==> config.mk <==
export PLATFORM = sky130hd
export DESIGN_NAME = wb_host
export DESIGN_NICKNAME = d
export VERILOG_FILES = /design/src/hdl/wbh_pkg.sv /design/src/hdl/wbh_req_if.sv /design/src/hdl/wbh_front.sv /design/src/hdl/wbh_local_regs.sv /design/src/hdl/wbh_ext_port.sv /design/src/hdl/wb_host.sv
export VERILOG_INCLUDE_DIRS = /design/src /design/src/include
export SDC_FILE = /design/constraint.sdc
export NUM_CORES = 1
export LEC_CHECK = 0
export BUFFER_PORTS_ARGS = -buffer_cell sky130_fd_sc_hd__buf_2
export CAP_MARGIN = 20
export CORE_UTILIZATION = 53
export CTS_CLUSTER_SIZE = 8
export DETAILED_ROUTE_END_ITERATION = 10
export PLACE_DENSITY = 0.8
export SYNTH_ARGS = -nofsm -noshare
export SYNTH_HDL_FRONTEND = slang
export SYNTH_SLANG_ARGS = --single-unit
==> constraint.sdc <==
create_clock -name wbm_clk_i -period 9.5 [get_ports wbm_clk_i]
set_input_delay 1.425 -clock wbm_clk_i [delete_from_list [all_inputs] [get_ports wbm_clk_i]]
set_output_delay 1.425 -clock wbm_clk_i [all_outputs]
set_load 0.01 [all_outputs]
==> src/include/wbh_params.svh <==
// bridge widths, local-select bit, bank reset value and register indices
`ifndef WBH_PARAMS_SVH
`define WBH_PARAMS_SVH

`define WBH_DW        32       // data bus width
`define WBH_AW        32       // address bus width
`define WBH_SEL_W     4        // one select per byte
`define WBH_BANK_W    8        // bank select width
`define WBH_OFFS_W    24       // address bits passed below the bank
`define WBH_LOCAL_BIT 23       // set -> local register space
`define WBH_BANK_RST  8'h10    // bank select after reset

// register index from adr[3:2]
`define WBH_REG_AW    2
`define WBH_REG_LSB   2
`define WBH_IDX_GLB   2'd0     // global control
`define WBH_IDX_BANK  2'd1     // bank select
`define WBH_IDX_CLK1  2'd2     // clock control 1
`define WBH_IDX_CLK2  2'd3     // clock control 2
`endif

==> src/hdl/wbh_pkg.sv <==
// bridge data, address, select and bank types, response struct, register index enum
`include "wbh_params.svh"

package wbh_pkg;

   typedef logic [`WBH_DW-1:0]     wbh_data_t;   // data word
   typedef logic [`WBH_AW-1:0]     wbh_addr_t;   // byte address
   typedef logic [`WBH_SEL_W-1:0]  wbh_sel_t;    // byte enables
   typedef logic [`WBH_BANK_W-1:0] wbh_bank_t;   // upper address bank

   // target response per transaction
   typedef struct packed {
      logic      ack;     // one-cycle done
      logic      err;     // one-cycle error
      wbh_data_t rdata;   // read data, valid with ack
   } wbh_rsp_t;

   typedef enum logic [`WBH_REG_AW-1:0] {
      REG_GLB  = `WBH_IDX_GLB,
      REG_BANK = `WBH_IDX_BANK,
      REG_CLK1 = `WBH_IDX_CLK1,
      REG_CLK2 = `WBH_IDX_CLK2
   } wbh_reg_e;

endpackage

==> src/hdl/wbh_req_if.sv <==
// request interface from the front stage to one target with front and target modports
`timescale 1ns/1ns
interface wbh_req_if
   import wbh_pkg::*;
();

   logic      req;     // held until front sees ack/err
   wbh_addr_t adr;     // full master address
   logic      we;      // 1 = write
   wbh_data_t wdata;   // write data
   wbh_sel_t  sel;     // byte enables

   // front stage side
   modport front (
      output req,
      output adr,
      output we,
      output wdata,
      output sel
   );

   // register file or external port side
   modport target (
      input  req,
      input  adr,
      input  we,
      input  wdata,
      input  sel
   );

endinterface

==> src/hdl/wbh_front.sv <==
// front stage with request qualification, local/external steering and registered response
`timescale 1ns/1ns
`include "wbh_params.svh"

module wbh_front
   import wbh_pkg::*;
(
   input  logic       wbm_clk_i,
   input  logic       wbm_rst_n,
   input  logic       wbm_cyc_i,   // master cycle
   input  logic       wbm_stb_i,   // master strobe
   input  logic       wbm_we_i,
   input  wbh_addr_t  wbm_adr_i,
   input  wbh_data_t  wbm_dat_i,
   input  wbh_sel_t   wbm_sel_i,
   wbh_req_if.front   reg_req,     // to local registers
   wbh_req_if.front   ext_req,     // to external port
   input  wbh_rsp_t   reg_rsp_i,
   input  wbh_rsp_t   ext_rsp_i,
   output wbh_data_t  wbm_dat_o,   // holds last read data
   output logic       wbm_ack_o,
   output logic       wbm_err_o
);

   logic      req_q;     // qualified request, registered
   logic      local_q;   // address bit 23 of held request
   wbh_addr_t adr_q;
   logic      we_q;
   wbh_data_t wdata_q;
   wbh_sel_t  sel_q;
   wbh_rsp_t  rsp_sel;   // response of the addressed target
   logic      rsp_busy;  // response in flight or being returned

   // ------------------------------
   // request path
   // ------------------------------
   assign rsp_sel  = local_q ? reg_rsp_i : ext_rsp_i;
   assign rsp_busy = rsp_sel.ack | rsp_sel.err | wbm_ack_o | wbm_err_o;

   always_ff @(posedge wbm_clk_i or negedge wbm_rst_n)
   begin
      if (!wbm_rst_n)
         req_q <= 1'b0;
      else
         req_q <= wbm_cyc_i & wbm_stb_i & ~rsp_busy;   // drop once target answers
   end

   // fields load only between transactions and hold while req is high
   always_ff @(posedge wbm_clk_i)
   begin
      if (!req_q)
      begin
         local_q <= wbm_adr_i[`WBH_LOCAL_BIT];   // the one local/external decision
         adr_q   <= wbm_adr_i;
         we_q    <= wbm_we_i;
         wdata_q <= wbm_dat_i;
         sel_q   <= wbm_sel_i;
      end
   end

   // steer to one target
   assign reg_req.req   = req_q & local_q;
   assign reg_req.adr   = adr_q;
   assign reg_req.we    = we_q;
   assign reg_req.wdata = wdata_q;
   assign reg_req.sel   = sel_q;

   assign ext_req.req   = req_q & ~local_q;
   assign ext_req.adr   = adr_q;
   assign ext_req.we    = we_q;
   assign ext_req.wdata = wdata_q;
   assign ext_req.sel   = sel_q;

   // ------------------------------
   // response path
   // ------------------------------
   always_ff @(posedge wbm_clk_i or negedge wbm_rst_n)
   begin
      if (!wbm_rst_n)
      begin
         wbm_ack_o <= 1'b0;
         wbm_err_o <= 1'b0;
         wbm_dat_o <= '0;
      end
      else
      begin
         wbm_ack_o <= rsp_sel.ack;
         wbm_err_o <= rsp_sel.err;       // error passes straight through
         if (rsp_sel.ack)
            wbm_dat_o <= rsp_sel.rdata;  // otherwise keep last data on the bus
      end
   end

endmodule

==> src/hdl/wbh_local_regs.sv <==
// local configuration registers with write decode, read mux and registered ack
`timescale 1ns/1ns
`include "wbh_params.svh"

module wbh_local_regs
   import wbh_pkg::*;
(
   input  logic       wbm_clk_i,
   input  logic       wbm_rst_n,
   wbh_req_if.target  req,               // local half of the front stage
   output wbh_rsp_t   rsp_o,             // back to front stage
   output wbh_bank_t  bank_o,            // upper address for external port
   output wbh_data_t  cfg_glb_ctrl_o,
   output wbh_data_t  cfg_clk_ctrl1_o,
   output wbh_data_t  cfg_clk_ctrl2_o
);

   wbh_reg_e  reg_idx;    // decoded from adr[3:2]
   logic      req_d;      // req one cycle late
   logic      req_new;    // first cycle of a request
   logic      ack_q;
   wbh_data_t rdata_q;
   wbh_data_t rd_word;    // read mux output
   wbh_data_t glb_q;      // global control
   wbh_bank_t bank_q;     // bank select
   wbh_data_t clk1_q;     // clock control 1
   wbh_data_t clk2_q;     // clock control 2

   assign reg_idx = wbh_reg_e'(req.adr[`WBH_REG_LSB +: `WBH_REG_AW]);
   assign req_new = req.req & ~req_d;   // one hit per held request

   // ------------------------------
   // register write
   // ------------------------------
   always_ff @(posedge wbm_clk_i or negedge wbm_rst_n)
   begin
      if (!wbm_rst_n)
      begin
         glb_q  <= '0;
         bank_q <= `WBH_BANK_RST;
         clk1_q <= '0;
         clk2_q <= '0;
      end
      else if (req_new && req.we)
      begin
         case (reg_idx)
            REG_GLB:  glb_q  <= req.wdata;
            REG_BANK: bank_q <= req.wdata[`WBH_BANK_W-1:0];   // low byte only
            REG_CLK1: clk1_q <= req.wdata;
            REG_CLK2: clk2_q <= req.wdata;
         endcase
      end
   end

   // read mux
   always_comb
   begin
      case (reg_idx)
         REG_GLB:  rd_word = glb_q;
         REG_BANK: rd_word = {{(`WBH_DW-`WBH_BANK_W){1'b0}}, bank_q};   // zero-extend
         REG_CLK1: rd_word = clk1_q;
         REG_CLK2: rd_word = clk2_q;
      endcase
   end

   // ------------------------------
   // acknowledge
   // ------------------------------
   always_ff @(posedge wbm_clk_i or negedge wbm_rst_n)
   begin
      if (!wbm_rst_n)
      begin
         req_d <= 1'b0;
         ack_q <= 1'b0;
      end
      else
      begin
         req_d <= req.req;
         ack_q <= req_new;   // one cycle after req
      end
   end

   always_ff @(posedge wbm_clk_i)
   begin
      if (req_new && !req.we)
         rdata_q <= rd_word;
   end

   assign rsp_o = '{ack: ack_q, err: 1'b0, rdata: rdata_q};   // never errors

   // configuration outputs
   assign bank_o          = bank_q;
   assign cfg_glb_ctrl_o  = glb_q;
   assign cfg_clk_ctrl1_o = clk1_q;
   assign cfg_clk_ctrl2_o = clk2_q;

endmodule

==> src/hdl/wbh_ext_port.sv <==
// external Wishbone launch with bank address extension and response capture
`timescale 1ns/1ns
`include "wbh_params.svh"

module wbh_ext_port
   import wbh_pkg::*;
(
   input  logic       wbm_clk_i,
   input  logic       wbm_rst_n,
   wbh_req_if.target  req,          // external half of the front stage
   input  wbh_bank_t  bank_i,       // from bank select register
   output wbh_rsp_t   rsp_o,
   output logic       wbs_cyc_o,
   output logic       wbs_stb_o,
   output logic       wbs_we_o,
   output wbh_addr_t  wbs_adr_o,    // {bank, adr[23:0]}
   output wbh_data_t  wbs_dat_o,
   output wbh_sel_t   wbs_sel_o,
   input  wbh_data_t  wbs_dat_i,
   input  logic       wbs_ack_i,
   input  logic       wbs_err_i
);

   logic      done_q;    // answered and waiting for req to fall
   logic      launch;    // start a slave cycle
   logic      slv_end;   // slave answered this cycle
   logic      ack_q;     // slave ack one cycle late
   logic      err_q;     // slave err one cycle late
   wbh_data_t rdata_q;   // data of the last slave ack

   assign launch  = req.req & ~done_q & ~wbs_stb_o;
   assign slv_end = wbs_stb_o & (wbs_ack_i | wbs_err_i);

   // ------------------------------
   // slave cycle control
   // ------------------------------
   always_ff @(posedge wbm_clk_i or negedge wbm_rst_n)
   begin
      if (!wbm_rst_n)
      begin
         wbs_cyc_o <= 1'b0;
         wbs_stb_o <= 1'b0;
         done_q    <= 1'b0;
         ack_q     <= 1'b0;
         err_q     <= 1'b0;
      end
      else
      begin
         if (launch)
         begin
            wbs_cyc_o <= 1'b1;
            wbs_stb_o <= 1'b1;
         end
         else if (slv_end)
         begin
            wbs_cyc_o <= 1'b0;   // end of classic cycle
            wbs_stb_o <= 1'b0;
            done_q    <= 1'b1;
         end
         else if (!req.req)
            done_q <= 1'b0;      // front has taken the response
         ack_q <= wbs_stb_o & wbs_ack_i;   // one-cycle pulse
         err_q <= wbs_stb_o & wbs_err_i;
      end
   end

   // launch payload held through wait states
   always_ff @(posedge wbm_clk_i)
   begin
      if (launch)
      begin
         wbs_adr_o <= {bank_i, req.adr[`WBH_OFFS_W-1:0]};
         wbs_we_o  <= req.we;
         wbs_dat_o <= req.wdata;
         wbs_sel_o <= req.sel;
      end
      if (wbs_stb_o && wbs_ack_i)
         rdata_q <= wbs_dat_i;
   end

   assign rsp_o = '{ack: ack_q, err: err_q, rdata: rdata_q};

endmodule

==> src/hdl/wb_host.sv <==
// Wishbone host bridge top with front stage, local register file and external port
`timescale 1ns/1ns
module wb_host
   import wbh_pkg::*;
(
   input  logic       wbm_clk_i,        // single bridge clock
   input  logic       wbm_rst_n,        // async active low reset
   // master side
   input  logic       wbm_cyc_i,
   input  logic       wbm_stb_i,
   input  logic       wbm_we_i,
   input  wbh_addr_t  wbm_adr_i,
   input  wbh_data_t  wbm_dat_i,
   input  wbh_sel_t   wbm_sel_i,
   output wbh_data_t  wbm_dat_o,
   output logic       wbm_ack_o,
   output logic       wbm_err_o,
   // slave side
   output logic       wbs_cyc_o,
   output logic       wbs_stb_o,
   output logic       wbs_we_o,
   output wbh_addr_t  wbs_adr_o,
   output wbh_data_t  wbs_dat_o,
   output wbh_sel_t   wbs_sel_o,
   input  wbh_data_t  wbs_dat_i,
   input  logic       wbs_ack_i,
   input  logic       wbs_err_i,
   // configuration
   output wbh_data_t  cfg_glb_ctrl_o,
   output wbh_data_t  cfg_clk_ctrl1_o,
   output wbh_data_t  cfg_clk_ctrl2_o
);

   wbh_rsp_t  reg_rsp;   // local register response
   wbh_rsp_t  ext_rsp;   // external port response
   wbh_bank_t bank;      // bank select

   wbh_req_if reg_req ();
   wbh_req_if ext_req ();

   wbh_front u_front (
      .wbm_clk_i (wbm_clk_i), .wbm_rst_n (wbm_rst_n),
      .wbm_cyc_i (wbm_cyc_i), .wbm_stb_i (wbm_stb_i), .wbm_we_i (wbm_we_i),
      .wbm_adr_i (wbm_adr_i), .wbm_dat_i (wbm_dat_i), .wbm_sel_i (wbm_sel_i),
      .reg_req   (reg_req),   .ext_req   (ext_req),
      .reg_rsp_i (reg_rsp),   .ext_rsp_i (ext_rsp),
      .wbm_dat_o (wbm_dat_o), .wbm_ack_o (wbm_ack_o), .wbm_err_o (wbm_err_o)
   );

   wbh_local_regs u_regs (
      .wbm_clk_i       (wbm_clk_i),       .wbm_rst_n (wbm_rst_n),
      .req             (reg_req),         .rsp_o     (reg_rsp),
      .bank_o          (bank),
      .cfg_glb_ctrl_o  (cfg_glb_ctrl_o),
      .cfg_clk_ctrl1_o (cfg_clk_ctrl1_o),
      .cfg_clk_ctrl2_o (cfg_clk_ctrl2_o)
   );

   wbh_ext_port u_ext (
      .wbm_clk_i (wbm_clk_i), .wbm_rst_n (wbm_rst_n),
      .req       (ext_req),   .bank_i    (bank),      .rsp_o (ext_rsp),
      .wbs_cyc_o (wbs_cyc_o), .wbs_stb_o (wbs_stb_o), .wbs_we_o (wbs_we_o),
      .wbs_adr_o (wbs_adr_o), .wbs_dat_o (wbs_dat_o), .wbs_sel_o (wbs_sel_o),
      .wbs_dat_i (wbs_dat_i), .wbs_ack_i (wbs_ack_i), .wbs_err_i (wbs_err_i)
   );

endmodule

* Yosys cells after proc, flatten, opt, wreduce, memory -nomap -nowiden
Index checks and enable logic that the tools add are counted.
** Word-level totals
- Bits in registers :: 340
- Bits in latches :: 0
- RAM bits :: 0
- ROM bits :: 0
- Input port bits :: 107
- Output and inout bits :: 201
- Word-level logic and storage cells :: 66
- Memories :: 0
** Cells by class
- Add/sub/neg operators :: 0
- Multipliers :: 0
- Div/mod/pow operators :: 0
- $lt $le $gt $ge :: 0
- Eq/ne operators :: 4
- Shift-type cells :: 0
- Mux-type cells :: 6
- Bitwise logic cells :: 20
- Reductions and logical operators :: 11
** Operators by type and width (number)
- 32-bit case mux with 4 select lines :: 1
- 34-bit two-way mux :: 1
- 1-bit bitwise AND :: 10
- 2-bit AND reduction :: 5
- 1-bit inverter :: 6
- 2-bit equality test, second input constant :: 2
- 1-bit two-way mux :: 4
- 1-bit OR :: 4
- 1-bit logical AND :: 3
- 2-bit by 1-bit equality test with 1-bit output, second input constant :: 1
- 2-bit logical NOT :: 1
- 2-bit != test, second input constant :: 1
- 2-bit nonzero test :: 1
- 1-bit logical NOT :: 1

* Depth between registers and ports, before layout
Gate-level depths: netlist of run 1.
- Word-level depth :: 6
- Mapped depth :: 5
- Gate-level depth less buffers :: 3

* By module
A second synthesis of run 1 with hierarchy kept.
** Unflattened totals
- Cells, all modules :: 698
- Area total of the unflattened synthesis :: 13543.0 µm²
** Modules (own cells, without submodules)
- wbh_local_regs :: times used 1, cells an instance 330, area each 5920.7 µm², sequential area each 3614.7 µm²
- wbh_front :: times used 1, cells an instance 252, area each 4415.5 µm², sequential area each 2947.8 µm²
- wbh_ext_port :: times used 1, cells an instance 116, area each 3206.8 µm², sequential area each 3133.0 µm²

* Worst setup path before layout of run 1
Ideal clock, no wire load.
- Kind :: register to register
- From :: reg u_front.req_q
- To :: reg u_ext.wbs_adr_o[0] (enable)
- Library setup time :: 0.670 ns
- Arrival :: 8.088 ns
- Required time :: 8.830 ns
- Setup slack :: 0.742 ns
- Stages on the path, launching flop included :: 3
- Path buffers :: 0
- Clock period less this slack :: 8.758 ns
- Cells stage by stage :: dfrtp_1 > inv_1 > nor4_1
** Between the ends
- Word-level cells in the longest chain between the ends :: 3
** Ends and longest elaborated chain
- start, declared :: line wbh_front.sv:25 : logic req_q;
- start signal, assigned :: line wbh_front.sv:45 : req_q <= wbm_cyc_i & wbm_stb_i & ~rsp_busy;
- 1-bit bitwise AND :: line wbh_front.sv:68 : assign ext_req.req = req_q & ~local_q;
- 1-bit bitwise AND (2 in a row) :: line wbh_ext_port.sv:31 : assign launch = req.req & ~done_q & ~wbs_stb_o;
- named net u_ext.launch :: line wbh_ext_port.sv:25 : logic launch;
- end signal, assigned :: line wbh_ext_port.sv:72 : wbs_adr_o <= {bank_i, req.adr[`WBH_OFFS_W-1:0]};
- end, declared :: line wbh_ext_port.sv:16 : output wbh_addr_t wbs_adr_o,
The timed path passes the listed nets, and every way through them passes these cells.
A chain may end at the register's enable or synchronous reset.

* Final worst setup path of run 1
- From :: reg u_front.local_q
- To :: reg u_regs.clk1_q[30] (netlist: u_regs.cfg_clk_ctrl1_o[30])
** Between the ends
- Word-level cells in the longest chain between the ends :: 4
** Ends and longest elaborated chain
- start, declared :: line wbh_front.sv:26 : logic local_q;
- start signal, assigned :: line wbh_front.sv:53 : local_q <= wbm_adr_i[`WBH_LOCAL_BIT];
- 1-bit bitwise AND :: line wbh_front.sv:62 : assign reg_req.req = req_q & local_q;
- 1-bit bitwise AND :: line wbh_local_regs.sv:30 : assign req_new = req.req & ~req_d;
- 1-bit logical AND :: line wbh_local_regs.sv:44 : else if (req_new && req.we)
- 2-bit AND reduction (no line)
- end signal, assigned :: line wbh_local_regs.sv:49 : REG_CLK1: clk1_q <= req.wdata;
- end, declared :: line wbh_local_regs.sv:26 : wbh_data_t clk1_q;
Every way passes these cells.

==> results of run 1 <==
==> Yosys cell counts (all sizes together) <==
cell type,count
clkbuf,13
o21ai,32
and2,2
nor3b,2
nor2b,1
nor4,1
nand2,34
a22o,24
nor2,5
nand3,1
mux4,8
nor3,3
mux2i,33
a311o,1
buf,18
dfrtp,144
dfstp,1
mux2,128
a21o,1
edfxtp,194
nand4b,1
inv,4
==> logic make-up (layout without fill, tap and decap cells) <==
group           count (synthesis)  after routing  share of synthesized area
flops                         339            339                      0.772
mux                           169            169                      0.159
compound gates                 58             58                     0.0317
simple gates                   50             50                     0.0213
buf+inv                        35            405                     0.0155
==> cell usage in the layout (no fill, tap or decap), drive strengths merged <==
cell type and instances:
nand4b 1, nand2 34, dfstp 1, clkinvlp 1, dfrtp 144, nand3 1
mux2i 33, inv 6, nor2 5, o21ai 32, clkinv 1, a311o 1
a21o 1, nor3 3, edfxtp 194, mux4 8, nor4 1, a22o 24
buf 313, nor3b 2, and2 2, clkbuf 84, mux2 128, nor2b 1
==> layer usage <==
metal	vias to the layer above	GRT usage	wire length, um
met2	253	0.399	14300
met4	0	0.0690	452
met1	3542	0.297	10900
met5	-	0	0
met3	39	0.0479	1420
li1	3126	-	-
==> worst reg2reg max path, delay by kind of cell, from the launching register on <==
kind,cells,cell delay (ps)
simple gates,2,1070
buf+inv,2,1060
mux,1,430
flops,1,320
==> power groups by stage <==
stage	Sequential (mW)	Combinational, mW	Clock, mW
global placement	1.94	0.602	0
detailed placement	1.96	0.617	0
finish	1.94	0.613	1.54
floorplan	2.02	0.242	0
CTS	1.94	0.622	1.57
global route	1.96	0.658	1.63
==> how the worst min path moves through the flow <==
stage,cells after the start,startpoint,end
finish,0,u_front.ext_req.adr[5]$_DFFE_PN_,u_ext.wbs_adr_o[5]$_DFFE_PP_
detailed placement,0,u_front.ext_req.adr[10]$_DFFE_PN_,u_ext.wbs_adr_o[10]$_DFFE_PP_
CTS,0,u_front.ext_req.sel[0]$_DFFE_PN_,u_ext.wbs_sel_o[0]$_DFFE_PP_
global route,0,u_front.ext_req.adr[5]$_DFFE_PN_,u_ext.wbs_adr_o[5]$_DFFE_PP_
floorplan,0,u_front.ext_req.adr[0]$_DFFE_PN_,u_ext.wbs_adr_o[0]$_DFFE_PP_
global placement,0,u_front.ext_req.adr[19]$_DFFE_PN_,u_ext.wbs_adr_o[19]$_DFFE_PP_
==> state kept, by name, indices dropped and copies added (netlist names), 4 cells and up <==
name	cells
u_ext.rdata_q	32
u_ext.wbs_adr_o	32
u_ext.wbs_dat_o	32
u_front.ext_req.wdata	32
u_front.wbm_dat_o	32
u_regs.cfg_clk_ctrl1_o	32
u_regs.cfg_clk_ctrl2_o	32
u_regs.cfg_glb_ctrl_o	32
u_regs.rdata_q	32
u_front.ext_req.adr	23
u_regs.bank_o	8
u_ext.wbs_sel_o	4
u_front.ext_req.sel	4
==> through the flow <==
stage,instances,power [mW]
global route,1306,4.25
CTS,1305,4.12
global placement,1217,2.55
floorplan,651,2.26
detailed placement,1217,2.57
finish,1306,4.09
==> area by class of cell <==
type                    instances  area, um2
fillers                      1487       7170
clock buffers                  84       1340
repair buffers                313       1620
clock inverters                 4       52.6
well taps                     285        357
flip-flops and latches        339       9460
inverters                       4       15.0
multi-input cells             277       2640
==> results.yml, run 1 <==
synth:
  synth.cell_area_um2: 12200
  synth.largest_area_cell: "edfxtp_1"
  synth-warning-count: 0
  synth-seq-area-share: 0.772
  synth_cells: 651
  synth.distinct_cells: 28
  ys_ff_latch: 339
  avgSynthCellArea_um2: 18.8
  synth_top_cell_area_share: 0.476
  synth.area.top_cells: "edfxtp_1 (48%), dfrtp_1 (29%), mux2_2 (11%), mux2i_1 (2.7%), a22o_1 (1.7%)"
  synth_nets: 758
power:
  p_per_area_nw_per_um2: 264
  comb_power_share: 0.150
  p_int_mw: 3.04
  p_sw_frac: 0.257
  power.leakage_nw: 6.92
  power_frac_clock: 0.377
  p_switching_mw: 1.05
  peakVddDrop_mv: 0.169
  power_frac_seq: 0.473
hold_path:
  holdCritPathClass: "reg2reg"
clock_network:
  clkSinkCount: 339
  clock_latency_ps: 540
  cts_tree: "built"
  root_buffer: "clkbuf_16"
  path_clk_slew_ps: 50
  clock_path_buffers: 3
  htreeDepth: 2
  ctsHoldBuffers: 0
  cts_buffers: 48
  postCtsSetupBuffers: 0
  cts_resized: 0
final_layout:
  fin_area_um2: 15500
  diodes: 0
  final_util: 0.684
  areaGrowthSynthToFinish_pct: 26.4
  drive_above_1_share: 0.497
  final_nets: 1090
sta:
  setup_violations: 0
  max_clock_freq_mhz: 333
  rsz0062_at_grt: "false"
  holdWs_ps: 413
  min_period_ps: 3000
  skew_ps: 14.3
  finalCritPeriodShare: 0.316
  worst_pin_slew_ps: 1020
  setup_tns_ps: 0
  fin_ws_ps: 6500
  relSlewSlack: 0.320
  slew_viol_final: 0
  hold_viol: 0
global_routing:
  first_global_vias: 7235
  antenna_found_initial: 0
  grt_pass1_wl_um: 41400
  globalRouteOverflowTotal: 0
  grt.total_usage: 0.231
  grt_max_degree: 77
detailed_routing:
  vias_per_cell: 5.33
  drt_iter0_markers: 319
  first_pass_iters: 4
  ant_nets: 0
  via_count: 6960
  wl_um: 27100
  drc: 0
  wl_per_cell_um: 20.7
critical_path:
  crit_buf_inv: 2
  regToRegEndpoint: "u_regs.cfg_clk_ctrl1_o[30]$_DFFE_PN0P_"
  crit_path_max_incr_delay_ps: 780
  endpoint_kind: "flip-flop"
  cp-start-kind: "flip-flop"
  path_class: "reg2reg"
  crit_end: "u_regs.cfg_clk_ctrl1_o[30]$_DFFE_PN0P_"
  required_ps: 9910
  r2r_cells: 5
  critical_path.startpoint: "u_front.local_q$_DFFE_PN_"
  worstPathMaxFanout: 39
  timing.rr.start: "u_front.local_q$_DFFE_PN_"
  arrival_ps: 3410
  cp_common_cell: "buf_4"
  cp_top_family: "buffers and inverters"
  slowest_stage: "nor3b_4"
  path_cells: "buf_4 > nand4b_4 > nor3b_4 > buf_4 > mux2_2"
  r2r_slack_ps: 6500
  crit_cells: 5
floorplan:
  die-area_um2: 23700
  dieWidth_um: 154
  ios: 308
  die_height_um: 154
  num_rows: 55
  start_util: 0.541
  coreArea_um2: 22600
place:
  portBuffers: 299
  pre_cts_ws_ps: 6460
  dpl_cell_area_um2: 14100
  place_hpwl_um: 16800
  gp_congestion: 0.737
status:
  status: "completed"
job:
  maxCapViolCount: 0
No activity file was read; power rests on OpenSTA's default activity.
==> run 2, diff against run 1 <==
==> constraint.sdc (replaced) <==
create_clock -name wbm_clk_i -period 2.8 [get_ports wbm_clk_i]
set_input_delay 0.42 -clock wbm_clk_i [delete_from_list [all_inputs] [get_ports wbm_clk_i]]
set_output_delay 0.42 -clock wbm_clk_i [all_outputs]
set_load 0.01 [all_outputs]
==> results.yml, run 2 (synthesis results as in run 1) <==
status:
  status: "completed"
detailed_routing:
  via_count: 7031
  drc: 0
  first_pass_iters: 4
  drt_iter0_markers: 297
  wl_um: 27500
  vias_per_cell: 5.32
  ant_nets: 0
  wl_per_cell_um: 20.8
final_layout:
  final_nets: 1097
  fillers: 1507
  mostFrequentLayoutCells: "buf_2 (298), edfxtp_1 (194), dfrtp_1 (143)"
  final_common_cell: "buf_2"
  areaGrowthSynthToFinish_pct: 27.2
  drive_above_1_share: 0.499
  instances_no_fill: 1321
sta:
  skew_ps: 20.1
  max_clock_freq_mhz: 482
  setup_violations: 0
  rsz0062_at_grt: "false"
  worst_pin_slew_ps: 972
  relSlewSlack: 0.352
  finalCritPeriodShare: 0.741
  slew_viol_final: 0
  hold_viol: 0
  min_period_ps: 2070
floorplan:
  coreArea_um2: 22600
  dieWidth_um: 154
  num_rows: 55
  die-area_um2: 23700
  start_util: 0.541
  die_height_um: 154
  ios: 308
critical_path:
  endpoint_kind: "flip-flop"
  path_class: "reg2reg"
  cp-start-kind: "flip-flop"
  arrival_ps: 2240
  worstPathMaxFanout: 32
  required_ps: 2970
power:
  p_per_area_nw_per_um2: 892
  comb_power_share: 0.150
  p_switching_mw: 3.57
  power.leakage_nw: 6.95
  power_frac_seq: 0.473
  finalPower_mw: 13.9
  p_int_mw: 10.3
  power_frac_clock: 0.376
  peakVddDrop_mv: 0.570
  p_sw_frac: 0.257
global_routing:
  antenna_found_initial: 6
  grt_max_degree: 66
  grt.total_usage: 0.236
  grt_pass1_wl_um: 42200
  globalRouteOverflowTotal: 0
  first_global_vias: 7318
clock_network:
  clock_latency_ps: 540
  root_buffer: "clkbuf_16"
  cts_tree: "built"
  clkSinkCount: 339
  postCtsSetupBuffers: 0
  path_clk_slew_ps: 50
  clock_path_buffers: 3
  htreeDepth: 2
  cts_buffers: 48
place:
  place_hpwl_um: 17300
  portBuffers: 299
  gp_congestion: 0.762
  place_inst: 1224
hold_path:
  holdCritPathClass: "in2reg"
job:
  maxCapViolCount: 0
[run 2: changes by cell type in the layout (fill, tap and decap cells not counted), sizes merged]
cell / change
buf: +6
clkbuf: +2
clkinv: +2
clkinvlp: +1
diode: +6
dlygate4sd3: +1
inv: -3
[run 2: repair_timing]
item | 4_1_cts | 5_1_grt
hold buffers | 1 | 0
hold endpoints to repair | 58 | 0
gates resized for setup | 0 | 0
[run 2: layer usage]
layer	wire, um	GRT usage	up-vias	part of all wire
met4	878	0.102	2	0.032
met3	1620	0.0488	68	0.059
met2	14100	0.408	258	0.51
li1	-	-	3163	-
met1	10900	0.289	3540	0.40
met5	10	0	-	0.00036
[run 2: path summary, 6_finish.rpt]
path,from,endpoint,slack [ps],depth (start not counted)
worst max-delay path,u_front.local_q$_DFFE_PN_,u_regs.rdata_q[30]$_DFFE_PP_,730,4
worst min-delay path,wbm_dat_i[27],u_front.ext_req.wdata[27]$_DFFE_PN_,50,1
worst max register to register,u_front.local_q$_DFFE_PN_,u_regs.rdata_q[30]$_DFFE_PP_,730,4
worst min register to register,u_front.ext_req.adr[5]$_DFFE_PN_,u_ext.wbs_adr_o[5]$_DFFE_PP_,410,0
max in group asynchronous,wbm_rst_n,u_regs.cfg_clk_ctrl1_o[16]$_DFFE_PN0P_,1560,3
min in group asynchronous,wbm_rst_n,u_front.wbm_dat_o[30]$_DFFE_PN0P_,460,2
[run 2: layout make-up]
| cell class | instances | area [um2] | area share |
|---|---|---|---|
| inverters | 4 | 18.8 | 0.00120 |
| clock buffers | 86 | 1340 | 0.0863 |
| flip-flops and latches | 339 | 9460 | 0.607 |
| repair buffers | 320 | 1680 | 0.108 |
| diodes | 6 | 15.0 | 0.000964 |
| clock inverters | 4 | 56.3 | 0.00361 |
| multi-input cells | 277 | 2650 | 0.170 |
| well taps | 285 | 357 | 0.0229 |
[run 2: critical path: stages (launching register included)]
cell and delay [ps]:
edfxtp_1 470, buf_4 400, nand2_1 200, nor3_4 140
buf_4 470
[run 2: power by group through the flow]
| stage | Combinational (mW) | Sequential [mW] | Clock (mW) |
|---|---|---|---|
| 2_1_floorplan | 0.822 | 6.84 | 0 |
| 3_3_place_gp | 2.05 | 6.60 | 0 |
| 3_5_place_dp | 2.11 | 6.65 | 0 |
| 4_1_cts | 2.12 | 6.58 | 5.32 |
| 5_1_grt | 2.25 | 6.66 | 5.53 |
| 6_report | 2.09 | 6.57 | 5.23 |
[run 2: stage by stage]
step / hold slack (ps) / cell area [um2] / utilization / TNS (ps) / setup slack (ps)
after floorplan: 124 / 12300 / - / -93970 / -1350
after global placement: 400 / 14200 / 0.625 / 0 / 737
after detailed placement: 405 / 14200 / 0.625 / 0 / 690
after CTS: 28.0 / 15600 / 0.687 / 0 / 686
after global routing: 29.6 / 15600 / 0.688 / 0 / 601
final: 49.2 / 15600 / 0.688 / 0 / 725
==> run 3, diff against run 2 <==
==> constraint.sdc (replaced) <==
create_clock -name wbm_clk_i -period 2.07 [get_ports wbm_clk_i]
set_input_delay 0.3105 -clock wbm_clk_i [delete_from_list [all_inputs] [get_ports wbm_clk_i]]
set_output_delay 0.3105 -clock wbm_clk_i [all_outputs]
set_load 0.01 [all_outputs]
==> results.yml, run 3 (synthesis results as in run 1) <==
sta:
  relSlewSlack: 0.357
  min_period_ps: 1840
  max_clock_freq_mhz: 545
  finalCritPeriodShare: 0.886
  hold_viol: 0
  fin_ws_ps: 235
  slew_viol_final: 0
  holdWs_ps: 67.6
  skew_ps: 14.2
  worst_pin_slew_ps: 963
  setup_violations: 0
  rsz0062_at_grt: "false"
detailed_routing:
  vias_per_cell: 5.29
  first_pass_iters: 4
  wl_um: 30800
  drt_iter0_markers: 411
  drc: 0
  ant_nets: 0
  via_count: 7454
  wl_per_cell_um: 21.9
floorplan:
  start_util: 0.541
  die_height_um: 154
  die-area_um2: 23700
  num_rows: 55
  ios: 308
  dieWidth_um: 154
  coreArea_um2: 22600
critical_path:
  slowest_stage: "nor2_2"
  path_cells: "nor2_2 > buf_4 > a22o_1"
  regToRegEndpoint: "u_regs.rdata_q[23]$_DFFE_PP_"
  crit_path_max_incr_delay_ps: 760
  endpoint_kind: "flip-flop"
  cp_top_family: "simple AND/OR/NAND/NOR gates"
  arrival_ps: 2220
  required_ps: 2450
  timing.rr.start: "u_front.ext_req.adr[2]$_DFFE_PN_"
  worstPathMaxFanout: 16
  r2r_cells: 3
  crit_cells: 3
  cp-start-kind: "flip-flop"
  crit_end: "u_regs.rdata_q[23]$_DFFE_PP_"
  critical_path.startpoint: "u_front.ext_req.adr[2]$_DFFE_PN_"
  crit_buf_inv: 1
  path_class: "reg2reg"
  r2r_slack_ps: 230
global_routing:
  grt.total_usage: 0.268
  grt_max_degree: 62
  antenna_found_initial: 2
  globalRouteOverflowTotal: 0
  first_global_vias: 8202
  grt_pass1_wl_um: 47400
clock_network:
  clkSinkCount: 339
  cts_tree: "built"
  root_buffer: "clkbuf_16"
  cts_buffers: 48
  path_clk_slew_ps: 50
  cts_resized: 0
  htreeDepth: 2
  clock_latency_ps: 520
  clock_path_buffers: 3
hold_path:
  holdCritPathClass: "in2reg"
  hold_path_depth: 2
final_layout:
  drive_above_1_share: 0.461
  final_nets: 1196
  final_util: 0.736
  areaGrowthSynthToFinish_pct: 36.0
  instances_no_fill: 1410
  mostFrequentLayoutCells: "buf_2 (298), edfxtp_1 (194), dfrtp_1 (143)"
  final_common_cell: "buf_2"
power:
  peakVddDrop_mv: 0.823
  p_per_area_nw_per_um2: 1140
  power.leakage_nw: 7.40
status:
  status: "completed"
place:
  pre_cts_ws_ps: 229
  place_hpwl_um: 18200
  place_inst: 1230
  gp_congestion: 0.752
  portBuffers: 299
job:
  maxCapViolCount: 0
## run 3: changes by cell type in the layout (fill, tap and decap cells not counted)
cell,delta
buf_12,+12
buf_4,-6
dlygate4sd3_1,+93
clkbuf_1,-3
clkinv_8,-3
clkbuf_16,+1
diode_2,-5
## run 3: worst min path at each step
| stage | slack, ps | end | start |
|---|---|---|---|
| 2_1_floorplan | 10 | u_ext.ack_q$_DFF_PN0_ | wbm_rst_n |
| 3_3_place_gp | 300 | u_regs.cfg_glb_ctrl_o[28]$_DFFE_PN0P_ | wbm_rst_n |
| 3_5_place_dp | 310 | u_regs.cfg_glb_ctrl_o[30]$_DFFE_PN0P_ | wbm_rst_n |
| 4_1_cts | 40 | u_ext.err_q$_DFF_PN0_ | wbs_err_i |
| 5_1_grt | 40 | u_ext.err_q$_DFF_PN0_ | wbs_err_i |
| 6_report | 70 | u_ext.err_q$_DFF_PN0_ | wbs_err_i |
## run 3: area by class of cell
class	count	area [um2]
inverters	4	18.8
clock buffers	84	1360
multi-input cells	277	2650
well taps	285	357
fillers	1339	5990
clock inverters	1	7.51
diodes	1	2.50
flip-flops and latches	339	9460
repair buffers	419	2800
## run 3: layer usage
layer | track usage | vias to the layer above | wire length [um]
met5 | 0 | - | 9
met2 | 0.482 | 263 | 16600
met4 | 0.104 | 2 | 917
met3 | 0.0561 | 70 | 1600
met1 | 0.317 | 3771 | 11700
li1 | - | 3348 | -
## run 3: what timing repair did
action                                 CTS  global route
setup endpoints to repair                0             0
endpoints found under the hold margin  142             0
setup buffers                            0             0
hold buffers                            94             0
## run 3: worst register-to-register path, delay by kind of cell, from the launching register on
family | cells | cell delay [ps]
and+or+nand+nor | 1 | 760
buffers and inverters | 1 | 340
AOI/OAI and AO/OA | 1 | 170
DFF | 1 | 430
## run 3: report_power, final
group | switching [mW] | internal [mW] | leakage [nW] | total (mW)
registers | 0.664 | 8.25 | 3.72 | 8.92
clock network | 2.67 | 4.38 | 0.645 | 7.05
logic | 1.56 | 1.50 | 3.04 | 3.07
total | 4.90 | 14.1 | 7.40 | 19.0
## run 3: metrics by stage
step | cell area (um2) | TNS (ps) | total power, mW
2_1_floorplan | 12300 | -145900 | 10.4
3_3_place_gp | 14300 | 0 | 11.7
3_5_place_dp | 14300 | 0 | 11.9
4_1_cts | 16700 | 0 | 19.1
5_1_grt | 16700 | 0 | 19.8
6_report | 16700 | 0 | 19.0
